**config.mk**
```make
export PLATFORM = sky130hd
export DESIGN_NAME = backend
export DESIGN_NICKNAME = d
export VERILOG_FILES = /design/src/verilog/backend_pkg.sv /design/src/verilog/backend_if.sv /design/src/verilog/dispatch.sv /design/src/verilog/alu_exe.sv /design/src/verilog/writeback.sv /design/src/verilog/backend.sv
export VERILOG_INCLUDE_DIRS = /design/src /design/src/verilog
export SDC_FILE = /design/constraint.sdc
export NUM_CORES = 1
export LEC_CHECK = 0
export ABC_CLOCK_PERIOD_IN_PS = 22600
export CAP_MARGIN = 20
export CORE_MARGIN = 2
export CORE_UTILIZATION = 40
export CTS_BUF_LIST = sky130_fd_sc_hd__clkbuf_2
export DETAILED_ROUTE_END_ITERATION = 7
export DONT_BUFFER_PORTS = 1
export PLACE_DENSITY_LB_ADDON = 0.3
export SYNTH_ARGS = -nofsm -noshare
export SYNTH_HDL_FRONTEND = slang
export SYNTH_SLANG_ARGS = --single-unit
```
**constraint.sdc**
```tcl
create_clock -name CLK -period 22.6 [get_ports CLK]
set_input_delay 3.39 -clock CLK [delete_from_list [all_inputs] [get_ports CLK]]
set_output_delay 3.39 -clock CLK [all_outputs]
set_load 0.02 [all_outputs]
```
**src/verilog/backend_cfg.svh**
```systemverilog
// data width, register count and register index width
// for the in-order back end

`ifndef BACKEND_CFG_SVH
`define BACKEND_CFG_SVH

`define BE_XLEN 32

`define BE_NREG 8

`define BE_RAW 3

`endif

```
**src/verilog/backend_pkg.sv**
```systemverilog
// opcode enumeration and micro-instruction word
// shared by dispatch, execute and the testbench

`include "backend_cfg.svh"

package backend_pkg;

	// bit 3 set marks the immediate form
	typedef enum logic [3:0] {
		OP_ADD  = 4'd0,
		OP_SUB  = 4'd1,
		OP_AND  = 4'd2,
		OP_OR   = 4'd3,
		OP_XOR  = 4'd4,
		OP_SLL  = 4'd5,
		OP_ADDI = 4'd8,
		OP_LUI  = 4'd9
	} alu_op_e;

	// op, rd and rs1 sit in the same place in both forms
	typedef union packed {
		struct packed {
			alu_op_e                       op;
			logic [`BE_RAW-1:0]            rd;
			logic [`BE_RAW-1:0]            rs1;
			logic [`BE_RAW-1:0]            rs2;
			logic [`BE_XLEN-4-3*`BE_RAW-1:0] pad;
		} r_form;
		struct packed {
			alu_op_e                          op;
			logic [`BE_RAW-1:0]               rd;
			logic [`BE_RAW-1:0]               rs1;
			logic [`BE_XLEN-4-2*`BE_RAW-17:0] pad;
			logic signed [15:0]               imm;
		} i_form;
	} micro_instr_u;

endpackage

```
**src/verilog/backend_if.sv**
```systemverilog
// exe_if carries the issued operation from dispatch to execute
// wb_if carries the result and the register file read ports

`timescale 1ns/1ps

`include "backend_cfg.svh"

interface exe_if;
	import backend_pkg::*;

	logic               valid;
	alu_op_e            op;
	logic [`BE_RAW-1:0] rd;
	logic [`BE_XLEN-1:0] src_a;
	logic [`BE_XLEN-1:0] src_b;

	modport issue (output valid, op, rd, src_a, src_b);
	modport exe (input valid, op, rd, src_a, src_b);
endinterface

interface wb_if;
	logic                wb_valid;
	logic [`BE_RAW-1:0]  wb_rd;
	logic [`BE_XLEN-1:0] wb_data;

	// two combinational read ports into the register file
	logic [`BE_RAW-1:0]  rs1_addr;
	logic [`BE_RAW-1:0]  rs2_addr;
	logic [`BE_XLEN-1:0] rs1_data;
	logic [`BE_XLEN-1:0] rs2_data;

	modport src (output wb_valid, wb_rd, wb_data);
	modport rd (
		output rs1_addr, rs2_addr,
		input  rs1_data, rs2_data, wb_valid, wb_rd
	);
	modport rf (
		input  wb_valid, wb_rd, wb_data, rs1_addr, rs2_addr,
		output rs1_data, rs2_data
	);
endinterface

```
**src/verilog/dispatch.sv**
```systemverilog
// decode stage of the back end
// pops the instruction FIFO, checks the busy scoreboard,
// reads operands and registers the issue to execute

`timescale 1ns/1ps

`include "backend_cfg.svh"

module dispatch (
	input  logic                      CLK,
	input  logic                      i_rst,
	input  backend_pkg::micro_instr_u i_instr,
	input  logic                      i_instr_empty,
	output logic                      o_instr_pop,
	exe_if.issue                      exe,
	wb_if.rd                          wb
);
	import backend_pkg::*;

	alu_op_e             op;
	logic [`BE_RAW-1:0]  rd;
	logic [`BE_RAW-1:0]  rs1;
	logic [`BE_RAW-1:0]  rs2;
	logic [15:0]         imm;
	logic                is_imm;
	logic                is_lui;

	logic [`BE_NREG-1:0] busy;
	logic [`BE_NREG-1:0] busy_nxt;
	logic                rs1_hit;
	logic                rs2_hit;
	logic                rd_hit;

	logic [`BE_XLEN-1:0] src_a;
	logic [`BE_XLEN-1:0] src_b;

	// fields common to both forms come from the register view
	assign op     = i_instr.r_form.op;
	assign rd     = i_instr.r_form.rd;
	assign rs1    = i_instr.r_form.rs1;
	assign rs2    = i_instr.r_form.rs2;
	assign imm    = i_instr.i_form.imm;
	assign is_imm = op[3];
	assign is_lui = (op == OP_LUI);

	assign wb.rs1_addr = rs1;
	assign wb.rs2_addr = rs2;

	// lui reads no register and immediates read no rs2
	assign rs1_hit = !is_lui && busy[rs1];
	assign rs2_hit = !is_imm && busy[rs2];
	assign rd_hit  = busy[rd];

	assign o_instr_pop = !i_instr_empty && !rs1_hit && !rs2_hit && !rd_hit;

	// operand build
	always_comb begin
		src_a = is_lui ? '0 : wb.rs1_data;
		case (op)
			OP_ADDI: src_b = {{(`BE_XLEN-16){imm[15]}}, imm};
			OP_LUI:  src_b = {imm, {(`BE_XLEN-16){1'b0}}};
			default: src_b = wb.rs2_data;
		endcase
	end

	// writeback clears a busy bit and issue sets one
	always_comb begin
		busy_nxt = busy;
		if (wb.wb_valid)
			busy_nxt[wb.wb_rd] = 1'b0;
		if (o_instr_pop)
			busy_nxt[rd] = 1'b1;
		// r0 is never busy
		busy_nxt[0] = 1'b0;
	end

	always_ff @(posedge CLK) begin
		if (i_rst) begin
			busy      <= '0;
			exe.valid <= 1'b0;
		end else begin
			busy      <= busy_nxt;
			exe.valid <= o_instr_pop;
		end
	end

	always_ff @(posedge CLK) begin
		if (o_instr_pop) begin
			exe.op    <= op;
			exe.rd    <= rd;
			exe.src_a <= src_a;
			exe.src_b <= src_b;
		end
	end

	// a result only ever returns to a register marked busy
	a_wb_clears_busy: assert property (
		@(posedge CLK) disable iff (i_rst)
		(wb.wb_valid && wb.wb_rd != '0) |-> busy[wb.wb_rd]
	);

	a_pop_legal_op: assert property (
		@(posedge CLK) disable iff (i_rst)
		o_instr_pop |-> op inside {OP_ADD, OP_SUB, OP_AND, OP_OR,
			OP_XOR, OP_SLL, OP_ADDI, OP_LUI}
	);

endmodule

```
**src/verilog/alu_exe.sv**
```systemverilog
// execute stage
// one-cycle registered ALU for the register and immediate forms

`timescale 1ns/1ps

`include "backend_cfg.svh"

module alu_exe (
	input logic CLK,
	input logic i_rst,
	exe_if.exe  exe,
	wb_if.src   wb
);
	import backend_pkg::*;

	logic [`BE_XLEN-1:0] result;

	// lui arrives with src_a forced to zero, so it shares the adder
	always_comb begin
		case (exe.op)
			OP_ADD,
			OP_ADDI,
			OP_LUI:  result = exe.src_a + exe.src_b;
			OP_SUB:  result = exe.src_a - exe.src_b;
			OP_AND:  result = exe.src_a & exe.src_b;
			OP_OR:   result = exe.src_a | exe.src_b;
			OP_XOR:  result = exe.src_a ^ exe.src_b;
			OP_SLL:  result = exe.src_a << exe.src_b[4:0];
			default: result = '0;
		endcase
	end

	always_ff @(posedge CLK) begin
		if (i_rst)
			wb.wb_valid <= 1'b0;
		else
			wb.wb_valid <= exe.valid;
	end

	// result payload
	always_ff @(posedge CLK) begin
		if (exe.valid) begin
			wb.wb_rd   <= exe.rd;
			wb.wb_data <= result;
		end
	end

	// issue payload has no reset, so it must be set by the time it is used
	a_issue_known: assert property (
		@(posedge CLK) disable iff (i_rst)
		exe.valid |-> !$isunknown({exe.op, exe.rd, exe.src_a, exe.src_b})
	);

endmodule

```
**src/verilog/writeback.sv**
```systemverilog
// result stage
// architectural register file with two combinational read ports,
// register 0 reads as zero

`timescale 1ns/1ps

`include "backend_cfg.svh"

module writeback (
	input logic CLK,
	input logic i_rst,
	wb_if.rf    wb
);

	logic [`BE_XLEN-1:0] regs [0:`BE_NREG-1];
	logic                wr_en;

	// writes to r0 are reported but dropped here
	assign wr_en = wb.wb_valid && (wb.wb_rd != '0);

	always_ff @(posedge CLK) begin
		if (i_rst) begin
			for (int i = 0; i < `BE_NREG; i++)
				regs[i] <= '0;
		end else if (wr_en) begin
			regs[wb.wb_rd] <= wb.wb_data;
		end
	end

	// read ports
	assign wb.rs1_data = (wb.rs1_addr == '0) ? '0 : regs[wb.rs1_addr];
	assign wb.rs2_data = (wb.rs2_addr == '0) ? '0 : regs[wb.rs2_addr];

	a_wb_rd_known: assert property (
		@(posedge CLK) disable iff (i_rst)
		wb.wb_valid |-> !$isunknown(wb.wb_rd)
	);

endmodule

```
**src/verilog/backend.sv**
```systemverilog
// top level of the in-order back end
// dispatch, registered ALU and writeback joined by exe_if and wb_if

`timescale 1ns/1ps

`include "backend_cfg.svh"

module backend (
	input  logic                CLK,
	input  logic                i_rst,

	// instruction FIFO
	input  logic [`BE_XLEN-1:0] i_instr,
	input  logic                i_instr_empty,
	output logic                o_instr_pop,

	// writeback stream
	output logic                o_wb_valid,
	output logic [`BE_RAW-1:0]  o_wb_rd,
	output logic [`BE_XLEN-1:0] o_wb_data
);

	exe_if u_exe_if ();
	wb_if  u_wb_if ();

	dispatch u_dispatch (
		.CLK           (CLK),
		.i_rst         (i_rst),
		.i_instr       (i_instr),
		.i_instr_empty (i_instr_empty),
		.o_instr_pop   (o_instr_pop),
		.exe           (u_exe_if.issue),
		.wb            (u_wb_if.rd)
	);

	alu_exe u_alu_exe (
		.CLK   (CLK),
		.i_rst (i_rst),
		.exe   (u_exe_if.exe),
		.wb    (u_wb_if.src)
	);

	writeback u_writeback (
		.CLK   (CLK),
		.i_rst (i_rst),
		.wb    (u_wb_if.rf)
	);

	assign o_wb_valid = u_wb_if.wb_valid;
	assign o_wb_rd    = u_wb_if.wb_rd;
	assign o_wb_data  = u_wb_if.wb_data;

endmodule

```
==> run summary, run 1 <==
Final WL = 71.21 mm
Area delta synth->final = 6.811%
Crit start category = input port
Via count = 16670
Crit path kind = in2out
Placed cell areas = 22620 um^2
Io pins = 72
Pwr dens = 65.68 nW/um^2
Static Leak = 8.947 nW
Row count = 85
Post-route DRC = 0
Post-Syn Area = 21930 um^2
Root Buffer Master = clkbuf_2
#FFs+latches synth = 339
Max VDD drop = 35.34 uV
Final min period = 8.447 ns
Clock tree buffer depth = 3
Final setup skew = 0.1008 ns
Vias in the first global route = 16290
Share of cells above drive strength 1 = 15.46%
Nature of the critical path endpoint = primary output
RSZ-0062 raised after global routing = no
Setup TNS = 0 ns
Post-Syn Area per Cell = 10.87 um^2
1st-iter DRT viols = 1560
Via/cell ratio = 6.039
Initial antenna violation count = 7
CTS tree = yes
FFs w/ async S/R, synth = 0%
Port-buffer cells = 0
Detailed Routing Iterations Pass 1 = 6
First-pass GRT wire length = 105.3 mm
Slew margin rel. = 32.39%
Final worst path period share = 37.38%
Total Routing Usage GR = 25.11%
Hold-fix buffers, CTS = 0
Filler Cells Inserted = 5087
Worst-margin pin slew = 1.004 ns
Top_reg_cell synth = edfxtp_1
Wire per inst = 25.80 um
CTS Sinks = 339
Worst path required time = 19.21 ns
Synth Net Count = 2150
Die area = 56720 um^2
Clock transition at the registers of the reported paths = 0.10 ns
Commonest non-fill, non-tap cell in the layout = edfxtp_1
CP max FO = 69
Max_cap viols = 0
Synth cell types = 69
Status = finished clean
Die height = 238.2 um
Min-delay worst type = reg2reg
Final non-filler cell total = 2760
Layout net count = 2126
Yosys warns = 0
Post-CTS sizing = 0
DP Worst Slack = 14.15 ns
DP Wirelength = 47.14 mm
Finish-stage setup viols = 0
Dpl cells = 2599
Largest net degree at the start of global routing = 86
Final Cell Area = 23430 um^2
Post-Syn Instances = 2017
Count of pins over their slew limit = 0
# H-tree levels = 3
Num CTS Buffers = 87
Die W = 238.2 um
Final worst slack = 14.15 ns
Final GP Congestion = 0.9650
Max Freq = 0.1184 GHz
Clock Latency Late Sink = 1.06 ns
GRT overflow = 0
Starting Density = 40.60%
CORE AREA = 54030 um^2
Fin. Hold Viols = 0
Sequential area share after synthesis = 46.00%
Number of synthesized flops with an enable pin = 330
Post-DRT Antenna Nets = 0
Crit path DAT = 5.06 ns
Util after Layout = 43.36%
Post-CTS Setup Bufs = 0
Commonest cells after routing, fill and taps aside = 330 x edfxtp_1, 227 x and2_1, 171 x a21oi_1
==> where the power goes <==
| part | internal (W) | switching (W) | total, W |
|---|---|---|---|
| Combinational | 0.000130 | 0.000208 | 0.000337 |
| Clock | 0.000159 | 0.000261 | 0.000420 |
| Sequential | 0.000730 | 0.0000512 | 0.000781 |
==> state kept, by name, summed over array words and instances (netlist names) <==
| register | count |
|---|---|
| u_dispatch.exe.rd | 3 |
| u_dispatch.busy | 7 |
| u_dispatch.exe.src_b | 32 |
| u_dispatch.exe.src_a | 32 |
| u_dispatch.exe.op | 4 |
| u_alu_exe.wb.wb_rd | 3 |
| u_alu_exe.wb.wb_data | 32 |
| u_dispatch.exe.valid | 1 |
| u_writeback.regs | 224 |
| u_alu_exe.wb.wb_valid | 1 |
==> per-stage QoR <==
step	hold slack, ns	total power, W
2_1_floorplan	0.4003	0.001020
3_3_place_gp	0.4117	0.001117
3_5_place_dp	0.4086	0.001122
4_1_cts	0.4062	0.001542
5_1_grt	0.4317	0.001610
6_report	0.4137	0.001539
==> cells in the mapped netlist (4+ instances only) <==
| master | n | share of area (%) |
|---|---|---|
| clkbuf_1 | 121 | 2.1 |
| nand3_1 | 13 | 0.30 |
| o211a_1 | 4 | 0.18 |
| o211ai_1 | 9 | 0.31 |
| a221oi_1 | 7 | 0.28 |
| o22ai_1 | 8 | 0.23 |
| edfxtp_1 | 330 | 45 |
| and3_1 | 8 | 0.23 |
| and2_1 | 227 | 6.5 |
| a221o_1 | 6 | 0.27 |
| nand4_1 | 6 | 0.17 |
| nor2b_1 | 8 | 0.23 |
| o21ai_0 | 123 | 2.8 |
| nand2_1 | 127 | 2.2 |
| o31ai_1 | 14 | 0.48 |
| ha_1 | 97 | 5.5 |
| a21o_1 | 15 | 0.51 |
| xor2_1 | 14 | 0.56 |
| nand3b_1 | 18 | 0.62 |
| inv_1 | 91 | 1.6 |
| a222oi_1 | 10 | 0.46 |
| o21a_1 | 4 | 0.14 |
| mux2_2 | 50 | 2.6 |
| nand2b_1 | 11 | 0.31 |
| a211oi_1 | 25 | 0.86 |
| mux2i_1 | 74 | 3.4 |
| mux4_2 | 78 | 8.0 |
| nor2_1 | 139 | 2.4 |
| a21oi_1 | 171 | 3.9 |
| buf_1 | 16 | 0.27 |
| nor3_1 | 8 | 0.18 |
| a22oi_1 | 62 | 2.1 |
| dfxtp_1 | 9 | 0.82 |
| o41ai_1 | 4 | 0.16 |
| or2_2 | 4 | 0.11 |
| o221ai_1 | 7 | 0.28 |
| xnor2_1 | 41 | 1.6 |
| a31oi_1 | 7 | 0.20 |
==> cell type report <==
class / instances / area [um^2] / area share [%]
Timing Repair Buffer: 27 / 222.7 / 0.9507
Inverter: 96 / 360.3 / 1.538
Clock buffer: 123 / 615.6 / 2.628
Multi-Input combinational cell: 1442 / 11100 / 47.38
Antenna cell: 1 / 2.502 / 0.01068
Tap cell: 696 / 870.8 / 3.717
Sequential cell: 339 / 10090 / 43.07
Clock inverter: 36 / 165.2 / 0.7050
==> worst max-delay path: stages <==
cell and delay, ns:
mux4_2 0.51, a21oi_1 0.15, o21ai_0 0.17, a211oi_4 0.77
==> logic make-up (layout without fill, tap and decap cells) <==
logic type               Yosys count  count (layout)  share of synthesized area (%)
AND/OR/NAND/NOR                  585             585                          13.82
flip-flops                       339             339                          46.00
buffers and inverters            236             282                          4.084
AO/OA/AOI/OAI                    502             502                          14.32
other                              0               1                              0
XOR/XNOR                          55              55                          2.196
adder cells (fa/ha/maj)           98              98                          5.625
multiplexers                     202             202                          13.95
==> path summary, 6_finish.rpt <==
path                                      from                                 end  slack, ns  depth (start not counted)
max                                i_instr[22]                         o_instr_pop      14.15                          4
min             u_dispatch.exe.rd[1]$_DFFE_PP_     u_alu_exe.wb.wb_rd[1]$_DFFE_PP_       0.41                          0
max reg2reg  u_dispatch.exe.src_b[3]$_DFFE_PP_  u_alu_exe.wb.wb_data[20]$_DFFE_PP_      16.91                         12
min reg2reg     u_dispatch.exe.rd[1]$_DFFE_PP_     u_alu_exe.wb.wb_rd[1]$_DFFE_PP_       0.41                          0
==> per-layer routing <==
| layer | vias to the layer above | track usage [%] | part of all wire [%] |
|---|---|---|---|
| li1 | 7498 | - | - |
| met1 | 8305 | 34.39 | 42 |
| met2 | 777 | 38.90 | 45 |
| met3 | 86 | 6.490 | 11 |
| met4 | 2 | 8.201 | 2.3 |
| met5 | - | 0 | 0.013 |
Note: power is estimated with default switching activity, not from simulation.
==> inputs of run 2 (changes only) <==
ABC_CLOCK_PERIOD_IN_PS = 7100   (was 22600)
clock period = 7.1 ns   (was 22.6 ns; I/O delays follow)
==> run 2 against run 1 <==
  * Via count rose by 1.1%
  * Power rose to 3.2 times the previous value
  * First-iteration DRC count rose by 16%
  * Die area did not move
  * Sequential power rose to 3.2 times the previous value
  * Count of clock-buffer cells in the layout rose by 2
  * Non-clock buffer count rose by 9
  * Critical path depth rose by 11
  * Final area rose by 0.54%
  * Largest power group unchanged
==> run summary, run 2 (synthesized netlist as in run 1, its figures left out) <==
Status = finished clean
Crit path DAT = 6.13 ns
Sw Share = 33.22%
Min-delay worst type = in2reg
Most flops, register = u_writeback.regs
# H-tree levels = 3
DP Wirelength = 46.73 mm
Crit start category = flop
Combinational group share of total power = 21.7%
Via/cell ratio = 6.090
Worst path required time = 7.84 ns
Most frequent CP cell = o21ai_0
Setup TNS = 0 ns
Crit path buf inv count = 0
Max FFs per register = 224
Post-DRT Antenna Nets = 0
Pwr dens = 211.4 nW/um^2
Static Leak = 9.003 nW
CP max FO = 24
Hold-fix buffers, CTS = 7
Critical path's top delay family = simple AND/OR/NAND/NOR gates
Clock share of power = 28.6%
Vias in the first global route = 16720
Row count = 85
Final GP Congestion = 0.9802
Worst-margin pin slew = 1.199 ns
Final WL = 71.38 mm
Max Freq = 0.1856 GHz
Slew margin rel. = 19.76%
Placed cell areas = 22630 um^2
Worst-path cell chain = or4_1 -> nor4_2 -> nand4_1 -> nand2b_1 -> o21ai_0 -> xnor2_1 -> ha_1 -> a2111o_1 -> nor2_1 -> o21ai_0 -> a31oi_1 -> a21bo_2 -> a21oi_1 -> nand4b_1 -> o311ai_0
First-pass GRT wire length = 106.4 mm
Clock Latency Late Sink = 1.05 ns
Max_cap viols = 0
CTS Sinks = 339
Total Routing Usage GR = 25.30%
Die area = 56720 um^2
Die W = 238.2 um
Initial antenna violation count = 13
Die height = 238.2 um
Area delta synth->final = 7.393%
Hold slack final = 0.1532 ns
Final Cell Area = 23560 um^2
Starting Density = 40.60%
Commonest cells after routing, fill and taps aside = 330 x edfxtp_1, 227 x and2_1, 171 x a21oi_1
CP max stage delay = 0.80 ns
Nature of the critical path endpoint = flop
CTS tree = yes
Num CTS Buffers = 87
NetSw = 0.001654 W
Final min period = 5.389 ns
Fin. Hold Viols = 0
GRT overflow = 0
Finish-stage setup viols = 0
Final setup skew = 0.08222 ns
Clock tree buffer depth = 3
Share of cells above drive strength 1 = 16.01%
Commonest non-fill, non-tap cell in the layout = edfxtp_1
Post-route DRC = 0
Port-buffer cells = 0
Final worst path period share = 75.90%
Io pins = 72
Max VDD drop = 115.2 uV
Worst path slowest cell = edfxtp_1
Clock transition at the registers of the reported paths = 0.15 ns
Wire per inst = 25.80 um
CORE AREA = 54030 um^2
Layout net count = 2135
Via count = 16850
RSZ-0062 raised after global routing = no
Largest net degree at the start of global routing = 86
Count of pins over their slew limit = 0
Root Buffer Master = clkbuf_2
Detailed Routing Iterations Pass 1 = 6
Seq pwr share = 49.7%
Post-CTS Setup Bufs = 0
Filler Cells Inserted = 5086
Post-CTS sizing = 0
Internal = 0.003326 W
1st-iter DRT viols = 1815
Crit path kind = reg2reg
[run 2: cell count changes in the layout (fill, tap and decap cells not counted), moves of 3 or more]
cell and delta:
dlygate4sd3_1 +7, clkinvlp_4 +3, diode_2 +3, buf_4 +3, clkinv_1 -15, inv_2 -3, clkinv_2 +6
[run 2: power by group through the flow]
stage / logic (W) / registers (W) / clock network (W)
after floorplan: 0.000784 / 0.00246 / 0
after detailed placement: 0.00104 / 0.00252 / 0
final: 0.00108 / 0.00248 / 0.00142
after global routing: 0.00117 / 0.00249 / 0.00157
after CTS: 0.00106 / 0.00247 / 0.00147
after global placement: 0.00103 / 0.00251 / 0
[run 2: routing by layer]
layer,global-route usage (%),wire (um),up-vias
met1,34.36,29890,8374
met2,38.38,31660,796
li1,-,-,7524
met5,0,92,-
met3,8.480,8042,142
met4,7.576,1704,14
[run 2: worst paths after layout]
kind / startpoint / endpoint / slack, ns / depth (start not counted)
setup reg to reg: u_dispatch.exe.src_b[3]$_DFFE_PP_ / u_alu_exe.wb.wb_data[30]$_DFFE_PP_ / 1.71 / 15
hold reg to reg: u_dispatch.exe.rd[2]$_DFFE_PP_ / u_alu_exe.wb.wb_rd[2]$_DFFE_PP_ / 0.45 / 0
setup / recovery: u_dispatch.exe.src_b[3]$_DFFE_PP_ / u_alu_exe.wb.wb_data[30]$_DFFE_PP_ / 1.71 / 15
hold / removal: i_instr[25] / u_dispatch.busy[3]$_SDFF_PP0_ / 0.15 / 2
[run 2: metrics by stage]
step / util, % / std cells / power [W] / setup WS (ns)
6_report: 43.60 / 2767 / 0.004980 / 1.711
5_1_grt: 43.59 / 2765 / 0.005231 / 1.333
4_1_cts: 43.57 / 2762 / 0.004996 / 1.795
3_5_place_dp: 41.89 / 2601 / 0.003560 / 1.896
3_3_place_gp: 41.89 / 2601 / 0.003542 / 1.873
2_1_floorplan: - / 2017 / 0.003245 / 0.9202
[run 2: layout make-up]
type / count / area [um^2] / area share [%]
diodes: 4 / 10.01 / 0.04249
repair buffers: 36 / 287.8 / 1.222
inverters: 96 / 360.3 / 1.530
well taps: 696 / 870.8 / 3.697
flip-flops and latches: 339 / 10090 / 42.84
clock buffers: 125 / 625.6 / 2.656
multi-input cells: 1442 / 11100 / 47.12
clock inverters: 29 / 210.2 / 0.8924
[run 2: worst reg2reg max path, cell delays in order, from the launching register on]
cell and delay [ns]:
edfxtp_1 0.80, or4_1 0.74, nor4_2 0.41, nand4_1 0.26, nand2b_1 0.40, o21ai_0 0.31, xnor2_1 0.10, ha_1 0.43
a2111o_1 0.43, nor2_1 0.09, o21ai_0 0.13, a31oi_1 0.18, a21bo_2 0.28, a21oi_1 0.25, nand4b_1 0.12, o311ai_0 0.14
